## src/logic/duck_pkg.sv

```systemverilog
`default_nettype none

package duck_pkg;

    // ------------------------------------------------------------------
    // geometry
    // ------------------------------------------------------------------
    typedef logic [11:0] coord_t;  // pixel coordinate

    localparam coord_t FIELD_W = 12'd640;
    localparam coord_t FIELD_H = 12'd480;

    // duck box spans x .. x+DUCK_W and y .. y+DUCK_H, both ends included
    localparam coord_t DUCK_W = 12'd96;
    localparam coord_t DUCK_H = 12'd60;

    // ------------------------------------------------------------------
    // ammunition
    // ------------------------------------------------------------------
    localparam logic [2:0] MAG_SIZE     = 3'd3;   // rounds per magazine
    localparam logic [6:0] RESERVE_INIT = 7'd27;  // spare rounds at game start

    // click pulses from the mouse, one cycle each
    typedef struct packed {
        logic fire;    // left button edge
        logic reload;  // right button edge
        logic hit;     // cursor inside duck box at fire
    } shot_t;

    typedef struct packed {
        coord_t x;
        coord_t y;
    } duck_pos_t;

    // everything the display side needs from the game
    typedef struct packed {
        logic [2:0] magazine;
        logic [6:0] reserve;
        logic [6:0] score;
        logic       hunting;
        logic       reload_needed;  // empty click seen
        logic       duck_killed;    // one-cycle pulse
        logic       game_over;
    } game_status_t;

endpackage

`default_nettype wire

```

## src/logic/duck_flight.sv

```systemverilog
`default_nettype none

module duck_flight #(
    parameter int STEP_CYCLES = 65_000
) (
    input  logic                clk,
    input  logic                rst,
    input  logic                hunting,
    input  logic                duck_killed,
    input  logic                restart,
    output duck_pkg::duck_pos_t duck_pos
);

    import duck_pkg::*;

    localparam int CNT_W = (STEP_CYCLES > 1) ? $clog2(STEP_CYCLES) : 1;

    // top-left corner limits so the whole box stays on screen
    localparam coord_t X_MAX = FIELD_W - DUCK_W - 1;
    localparam coord_t Y_MAX = FIELD_H - DUCK_H - 1;
    localparam coord_t X_CTR = (FIELD_W - DUCK_W) / 2;
    localparam coord_t Y_CTR = (FIELD_H - DUCK_H) / 2;

    logic [CNT_W-1:0] step_cnt;
    logic             step_tick;
    logic             dir_right;  // 1 moves towards larger x
    logic             dir_down;   // 1 moves towards larger y

    // one pixel along an axis, turning around at 0 and at lim
    // returns {new direction, new position}
    function automatic logic [12:0] bounce(
        input coord_t pos,
        input logic   fwd,
        input coord_t lim
    );
        logic   dir;
        coord_t nxt;
        dir = fwd;
        if (fwd) begin
            if (pos >= lim) begin
                dir = 1'b0;
                nxt = pos - 1'b1;
            end else begin
                nxt = pos + 1'b1;
            end
        end else begin
            if (pos == '0) begin
                dir = 1'b1;
                nxt = pos + 1'b1;
            end else begin
                nxt = pos - 1'b1;
            end
        end
        return {dir, nxt};
    endfunction

    // ------------------------------------------------------------------
    // step timing
    // ------------------------------------------------------------------
    assign step_tick = hunting && (step_cnt == CNT_W'(STEP_CYCLES - 1));

    always_ff @(posedge clk) begin
        if (rst) begin
            step_cnt <= '0;
        end else if (!hunting || step_tick) begin
            step_cnt <= '0;  // no motion outside hunting
        end else begin
            step_cnt <= step_cnt + 1'b1;
        end
    end

    // ------------------------------------------------------------------
    // position and direction
    // ------------------------------------------------------------------
    always_ff @(posedge clk) begin
        if (rst) begin
            dir_right  <= 1'b1;
            dir_down   <= 1'b1;
            duck_pos.x <= X_CTR;
            duck_pos.y <= Y_CTR;
        end else if (restart || duck_killed) begin
            // new duck starts from the middle
            duck_pos.x <= X_CTR;
            duck_pos.y <= Y_CTR;
        end else if (step_tick) begin
            {dir_right, duck_pos.x} <= bounce(duck_pos.x, dir_right, X_MAX);
            {dir_down, duck_pos.y}  <= bounce(duck_pos.y, dir_down, Y_MAX);
        end
    end

    // box never leaves the playfield, whatever the step timing
    a_box_in_field: assert property (@(posedge clk) disable iff (rst)
        (int'(duck_pos.x) + int'(DUCK_W) < int'(FIELD_W)) &&
        (int'(duck_pos.y) + int'(DUCK_H) < int'(FIELD_H)));

endmodule

`default_nettype wire

```

## src/logic/duck_hunt_core.sv

```systemverilog
`default_nettype none

module duck_hunt_core #(
    parameter int COUNTDOWN   = 130_000_000,
    parameter int DEATH_TIME  = 130_000_000,
    parameter int RELOAD_TIME = 65_000,
    parameter int STEP_CYCLES = 65_000
) (
    input  logic                   clk,
    input  logic                   rst,
    input  duck_pkg::coord_t       mouse_x,
    input  duck_pkg::coord_t       mouse_y,
    input  logic                   left_button,
    input  logic                   right_button,
    input  logic                   game_enable,
    output duck_pkg::duck_pos_t    duck,
    output duck_pkg::game_status_t status
);

    import duck_pkg::*;

    shot_t shot;     // click pulses into the game
    logic  hunting;
    logic  restart;  // new game started

    // ------------------------------------------------------------------
    // duck motion
    // ------------------------------------------------------------------
    duck_flight #(
        .STEP_CYCLES(STEP_CYCLES)
    ) duck_flight_inst (
        .clk        (clk),
        .rst        (rst),
        .hunting    (hunting),
        .duck_killed(status.duck_killed),
        .restart    (restart),
        .duck_pos   (duck)
    );

    shot_detector shot_detector_inst (
        .clk         (clk),
        .rst         (rst),
        .mouse_x     (mouse_x),
        .mouse_y     (mouse_y),
        .left_button (left_button),
        .right_button(right_button),
        .duck_pos    (duck),
        .shot        (shot)
    );

    // ------------------------------------------------------------------
    // game control
    // ------------------------------------------------------------------
    game_fsm #(
        .COUNTDOWN  (COUNTDOWN),
        .DEATH_TIME (DEATH_TIME),
        .RELOAD_TIME(RELOAD_TIME)
    ) game_fsm_inst (
        .clk        (clk),
        .rst        (rst),
        .game_enable(game_enable),
        .shot       (shot),
        .restart    (restart),
        .hunting    (hunting),
        .status     (status)
    );

endmodule

`default_nettype wire

```

## src/logic/game_fsm.sv

```systemverilog
`default_nettype none

module game_fsm #(
    parameter int COUNTDOWN   = 130_000_000,
    parameter int DEATH_TIME  = 130_000_000,
    parameter int RELOAD_TIME = 65_000
) (
    input  logic                   clk,
    input  logic                   rst,
    input  logic                   game_enable,
    input  duck_pkg::shot_t        shot,
    output logic                   restart,
    output logic                   hunting,
    output duck_pkg::game_status_t status
);

    import duck_pkg::*;

    // timer start values, the timer runs down to zero inclusive
    localparam logic [31:0] COUNTDOWN_LOAD = (COUNTDOWN > 1) ? COUNTDOWN - 1 : 0;
    localparam logic [31:0] DEATH_LOAD     = (DEATH_TIME > 1) ? DEATH_TIME - 1 : 0;
    localparam logic [31:0] RELOAD_LOAD    = (RELOAD_TIME > 1) ? RELOAD_TIME - 1 : 0;

    typedef enum logic [1:0] {
        ST_WAIT   = 2'b00,
        ST_HUNT   = 2'b01,
        ST_RELOAD = 2'b10,
        ST_DELAY  = 2'b11
    } state_t;

    state_t      state;
    state_t      state_nxt;
    logic [31:0] timer;
    logic [31:0] timer_nxt;
    logic [2:0]  magazine;
    logic [2:0]  magazine_nxt;
    logic [6:0]  reserve;
    logic [6:0]  reserve_nxt;
    logic [6:0]  score;
    logic [6:0]  score_nxt;
    logic        reload_needed;
    logic        reload_needed_nxt;
    logic        duck_killed;
    logic        duck_killed_nxt;
    logic        game_over;
    logic        game_over_nxt;
    logic        restart_nxt;
    logic [2:0]  missing;  // empty slots in the magazine
    logic [2:0]  refill;   // rounds moved on a reload

    // ------------------------------------------------------------------
    // reload amount
    // ------------------------------------------------------------------
    assign missing = MAG_SIZE - magazine;
    assign refill  = (reserve < 7'(missing)) ? reserve[2:0] : missing;  // partial near the end

    // ------------------------------------------------------------------
    // next state and counters
    // ------------------------------------------------------------------
    always_comb begin
        state_nxt         = state;
        timer_nxt         = timer;
        magazine_nxt      = magazine;
        reserve_nxt       = reserve;
        score_nxt         = score;
        reload_needed_nxt = reload_needed;
        game_over_nxt     = game_over;
        duck_killed_nxt   = 1'b0;
        restart_nxt       = 1'b0;

        case (state)
            ST_WAIT: begin
                // after game over the enable has to drop before a new game
                if (!game_enable) begin
                    game_over_nxt = 1'b0;
                end else if (!game_over) begin
                    state_nxt         = ST_DELAY;
                    timer_nxt         = COUNTDOWN_LOAD;
                    magazine_nxt      = MAG_SIZE;
                    reserve_nxt       = RESERVE_INIT;
                    score_nxt         = '0;
                    reload_needed_nxt = 1'b0;
                    restart_nxt       = 1'b1;
                end
            end

            ST_DELAY, ST_RELOAD: begin
                if (timer == '0) begin
                    state_nxt = ST_HUNT;
                end else begin
                    timer_nxt = timer - 1'b1;
                end
            end

            ST_HUNT: begin
                if (shot.reload) begin  // reload wins over a same-cycle fire
                    state_nxt         = ST_RELOAD;
                    timer_nxt         = RELOAD_LOAD;
                    magazine_nxt      = magazine + refill;
                    reserve_nxt       = reserve - 7'(refill);
                    reload_needed_nxt = 1'b0;
                end else if (shot.fire) begin
                    if (magazine == '0) begin
                        reload_needed_nxt = 1'b1;  // click on empty
                    end else begin
                        magazine_nxt = magazine - 1'b1;
                        if (shot.hit) begin
                            score_nxt       = score + 1'b1;
                            duck_killed_nxt = 1'b1;
                            state_nxt       = ST_DELAY;
                            timer_nxt       = DEATH_LOAD;
                        end
                        // last round gone with nothing in reserve
                        if (magazine == 3'd1 && reserve == '0) begin
                            game_over_nxt = 1'b1;
                            state_nxt     = ST_WAIT;
                        end
                    end
                end
            end

            default: state_nxt = ST_WAIT;
        endcase
    end

    always_ff @(posedge clk) begin
        if (rst) begin
            state         <= ST_WAIT;
            timer         <= '0;
            magazine      <= MAG_SIZE;
            reserve       <= RESERVE_INIT;
            score         <= '0;
            reload_needed <= 1'b0;
            duck_killed   <= 1'b0;
            game_over     <= 1'b0;
            restart       <= 1'b0;
        end else begin
            state         <= state_nxt;
            timer         <= timer_nxt;
            magazine      <= magazine_nxt;
            reserve       <= reserve_nxt;
            score         <= score_nxt;
            reload_needed <= reload_needed_nxt;
            duck_killed   <= duck_killed_nxt;
            game_over     <= game_over_nxt;
            restart       <= restart_nxt;
        end
    end

    // ------------------------------------------------------------------
    // outputs
    // ------------------------------------------------------------------
    assign hunting = (state == ST_HUNT);

    assign status = '{
        magazine:      magazine,
        reserve:       reserve,
        score:         score,
        hunting:       hunting,
        reload_needed: reload_needed,
        duck_killed:   duck_killed,
        game_over:     game_over
    };

    a_mag_bound: assert property (@(posedge clk) disable iff (rst)
        magazine <= MAG_SIZE);

    // kill pulse must not stretch, the flight block re-centres on it
    a_kill_pulse: assert property (@(posedge clk) disable iff (rst)
        duck_killed |=> !duck_killed);

endmodule

`default_nettype wire

```

## src/logic/shot_detector.sv

```systemverilog
`default_nettype none

module shot_detector (
    input  logic                clk,
    input  logic                rst,
    input  duck_pkg::coord_t    mouse_x,
    input  duck_pkg::coord_t    mouse_y,
    input  logic                left_button,
    input  logic                right_button,
    input  duck_pkg::duck_pos_t duck_pos,
    output duck_pkg::shot_t     shot
);

    import duck_pkg::*;

    // bit 0 is the left button, bit 1 the right one
    logic [1:0] btn_q;
    logic [1:0] btn_prev;
    logic [1:0] btn_rise;
    logic       in_x;
    logic       in_y;

    // ------------------------------------------------------------------
    // button edges
    // ------------------------------------------------------------------
    assign btn_rise = btn_q & ~btn_prev;

    always_ff @(posedge clk) begin
        if (rst) begin
            btn_q    <= '0;
            btn_prev <= '0;
        end else begin
            btn_q    <= {right_button, left_button};
            btn_prev <= btn_q;
        end
    end

    // ------------------------------------------------------------------
    // hit test against the duck box
    // ------------------------------------------------------------------
    // both box edges count as inside
    assign in_x = (mouse_x >= duck_pos.x) && (mouse_x <= duck_pos.x + DUCK_W);
    assign in_y = (mouse_y >= duck_pos.y) && (mouse_y <= duck_pos.y + DUCK_H);

    always_ff @(posedge clk) begin
        if (rst) begin
            shot <= '0;
        end else begin
            shot.fire   <= btn_rise[0];
            shot.reload <= btn_rise[1];
            shot.hit    <= btn_rise[0] && in_x && in_y;  // position at the click
        end
    end

    // a hit only ever comes with its own fire pulse
    a_hit_needs_fire: assert property (@(posedge clk) disable iff (rst)
        shot.hit |-> shot.fire);

endmodule

`default_nettype wire

```

## config.mk

```make
export PLATFORM = sky130hd
export DESIGN_NAME = duck_hunt_core
export DESIGN_NICKNAME = d
export VERILOG_FILES = /design/src/logic/duck_pkg.sv /design/src/logic/duck_flight.sv /design/src/logic/duck_hunt_core.sv /design/src/logic/game_fsm.sv /design/src/logic/shot_detector.sv
export SDC_FILE = /design/constraint.sdc
export NUM_CORES = 1
export LEC_CHECK = 0
export ABC_AREA = 1
export BUFFER_PORTS_ARGS = -buffer_cell sky130_fd_sc_hd__buf_4
export CORE_UTILIZATION = 35
export CTS_CLUSTER_DIAMETER = 100
export CTS_CLUSTER_SIZE = 25
export DETAILED_ROUTE_END_ITERATION = 8
export GPL_TIMING_DRIVEN = 0
export PLACE_DENSITY_LB_ADDON = 0.15
export SLEW_MARGIN = 20
export SYNTH_ARGS = -nofsm -noshare
export SYNTH_HDL_FRONTEND = slang
export SYNTH_SLANG_ARGS = --single-unit
```

## constraint.sdc

```tcl
create_clock -name clk -period 3.14 [get_ports clk]
set_clock_uncertainty 0.05 [all_clocks]
set_input_delay 0.314 -clock clk [delete_from_list [all_inputs] [get_ports clk]]
set_output_delay 0.314 -clock clk [all_outputs]
set_load 0.05 [all_outputs]
```

==> flow_summary.toml <==
[drt]
ant_nets = 0
drtIter0Drc = 400
via_per_inst = 5.09
routed_wl_um = 22400
drtPass1Iterations = 4
wl_per_cell_um = 14.5
drc_errors = 0
vias = 7856

[logic_synthesis]
netlist_area_sq_mm = 0.00773
synth_flop_cell = "dfxtp_1"
syn-num-nets = 1269
yosysTopAreaCell = "dfxtp_1"
synth_edf_count = 0
synth-seq-cells = 104
synth_area_leaders = "dfxtp_1, nand2_1, ha_1"
ys_warn_count = 0
synthArstFlopShare = 0
netlist_instances = 1175
synth.yosys.seq_area_share = 0.269
synth_top_area_frac = 0.269
avgSynthCellArea_sq_um = 6.58
synth.distinct_cells = 44

[final_layout]
fin_cells = 1544
nFillCells = 2397
layout_common_cells = "nand2_1, nor2_1, inv_1, dfxtp_1, nand3_1"
drive_gt1_frac = 0.125
final_common_cell = "nand2_1"
area_growth_pct = 15.7
nets = 1353
diodes = 0

[critical_path]
ff2ff_path_depth = 19
cp-end-kind = "flip-flop"
r2r_start = "game_fsm_inst.magazine[2]"
cpPeakStageDelay_ns = 0.37
regToRegSetupSlack_ns = 0.27
endpoint = "game_fsm_inst.reserve[6]"
cp_top_family = "adder cells"
critPathMaxFanout = 6
cp.arrival_ns = 3.05
path_cells = "inv_1 > ha_1 > nand2_1 > nand2_1 > nor2_1 > nand2_1 > nand2_1 > o21ai_1 > ha_1 > fa_1 > inv_1 > nand2_1 > inv_1 > nor3_1 > nand2_1 > nor2_1 > nand2_1 > xor2_1 > nor2_1"
reg2reg_to = "game_fsm_inst.reserve[6]"
required_ns = 3.31
startpoint = "game_fsm_inst.magazine[2]"
crit_slowest_cell = "dfxtp_2"
cp_common_cell = "nand2_1"
critical_path_class = "reg -> reg"
cp_num_buf_inv = 3
crit_path_start_kind = "flip-flop"
crit_cells = 19

[timing]
holdWs_ns = 0.109
rsz0062_at_grt = "false"
fin_setup_tns_ns = 0
tightest_slew_ns = 0.768
min_period_over_period = 0.916
fmax_mhz = 348
final-setup-viol-count = 0
hold_violations = 0
finalCriticalPeriod_ns = 2.87
relSlewSlack = 0.488
drv_slew = 0

[clock_network]
cts_tree = "done"
clock-sinks = 104
postCtsSetupBuffers = 0
cts_resized = 0
hold_buffers = 0
h-tree-depth = 3
insertion_delay_ns = 0.36
cts_buffer_depth = 2
clockRootBuffer = "clkbuf_16"
cts_buffers = 9
clkTransAtPathRegs_ns = 0.08

[floorplan]
die_w_um = 151
core_region_area_sq_mm = 0.0218
die_y_um = 151
row_count = 54
ios = 74
fp.dieArea_sq_mm = 0.0227
start_util = 0.356

[global_route]
grt_pass1_wl_um = 36300
grt_usage = 0.204
grt_pass1_vias = 7206
gr-total-overflow = 0
antenna_found_initial = 0
grt_max_degree = 18

[pwr]
ir_drop_mv = 0.282
p_leak_nw = 3.88
p_per_area_mw_per_mm2 = 613

[job]
maxCapViolations = 0

[hold_path]
hp-class = "in -> reg"
holdCritStartpoint = "rst"

[placed_design]
port_buffers = 73
place_congestion = 0.894
dp.cells = 1528
dp_hpwl_um = 17400

[status]
status = "finished clean"
==> layout make-up <==
class                      count  area (sq um)  area share
clock buffer                  11           243      0.0271
timing repair buffer          73           548      0.0612
tap                          280           350      0.0391
buffer                        35           195      0.0218
sequential                   104          2080       0.233
multi-input combinational    910          4990       0.557
clock inverter                 5          65.1     0.00727
inverter                     126           475      0.0531
==> synth_stat cells (all sizes together) (2+ instances only) <==
| cell type | number |
|---|---|
| clkbuf | 10 |
| a21oi | 88 |
| nor2 | 169 |
| buf | 25 |
| o21a | 2 |
| nor3 | 42 |
| or2 | 8 |
| inv | 124 |
| a31oi | 4 |
| o21bai | 5 |
| ha | 63 |
| fa | 2 |
| dfxtp | 104 |
| o211ai | 12 |
| nand3 | 103 |
| and3 | 2 |
| nor4 | 5 |
| xnor2 | 7 |
| nand4 | 42 |
| xor2 | 38 |
| nand2 | 252 |
| nor3b | 6 |
| clkinv | 2 |
| o21ai | 54 |
==> how the worst min path moves through the flow <==
stage | end | slack, ns | depth (start not counted)
floorplan | shot_detector_inst.shot[1] | 0.32 | 1
global placement | shot_detector_inst.shot[1] | 0.33 | 1
detailed placement | shot_detector_inst.shot[1] | 0.33 | 1
CTS | shot_detector_inst.shot[2] | 0.11 | 2
global route | shot_detector_inst.shot[2] | 0.11 | 2
finish | shot_detector_inst.shot[2] | 0.11 | 2
==> flip-flops by register name, indices dropped and copies added (netlist names), 2 cells and up <==
signal	cells
game_fsm_inst.state	2
game_fsm_inst.score	7
shot_detector_inst.btn_prev	2
shot_detector_inst.btn_q	2
duck_flight_inst.duck_pos	24
shot_detector_inst.shot	3
game_fsm_inst.magazine	3
game_fsm_inst.reserve	7
game_fsm_inst.timer	32
duck_flight_inst.step_cnt	16
==> kinds of logic (layout without fill, tap and decap cells) <==
logic type | count (synthesis) | in the layout | synth area share
xor+xnor | 45 | 45 | 0.0510
flops | 104 | 104 | 0.269
buf+inv | 161 | 250 | 0.0867
compound gates | 170 | 170 | 0.119
simple gates | 630 | 630 | 0.367
fa+ha+maj | 65 | 65 | 0.107
==> where the power goes <==
group	internal (mW)	switching [mW]
logic	0.784	1.71
clock network	0.649	0.553
registers	1.54	0.259
total	2.97	2.52
==> metal layers <==
metal	routed length (um)	global-route usage	part of all wire
met3	1010	0.0312	0.045
met4	333	0.0490	0.015
met2	10400	0.346	0.46
met1	10700	0.269	0.48
met5	0	0	0
==> through the flow <==
step           setup WS, ns  instance area, sq um   util  power, mW
4_1_cts              0.0866                  8940  0.411       5.51
5_1_grt              0.0112                  8950  0.411       5.92
6_report              0.265                  8950  0.411       5.49
2_1_floorplan        0.0363                  7730      -       3.60
3_5_place_dp          0.112                  8630  0.397       4.29
3_3_place_gp          0.113                  8630  0.397       4.28
No activity file was read; power rests on OpenSTA's default activity.
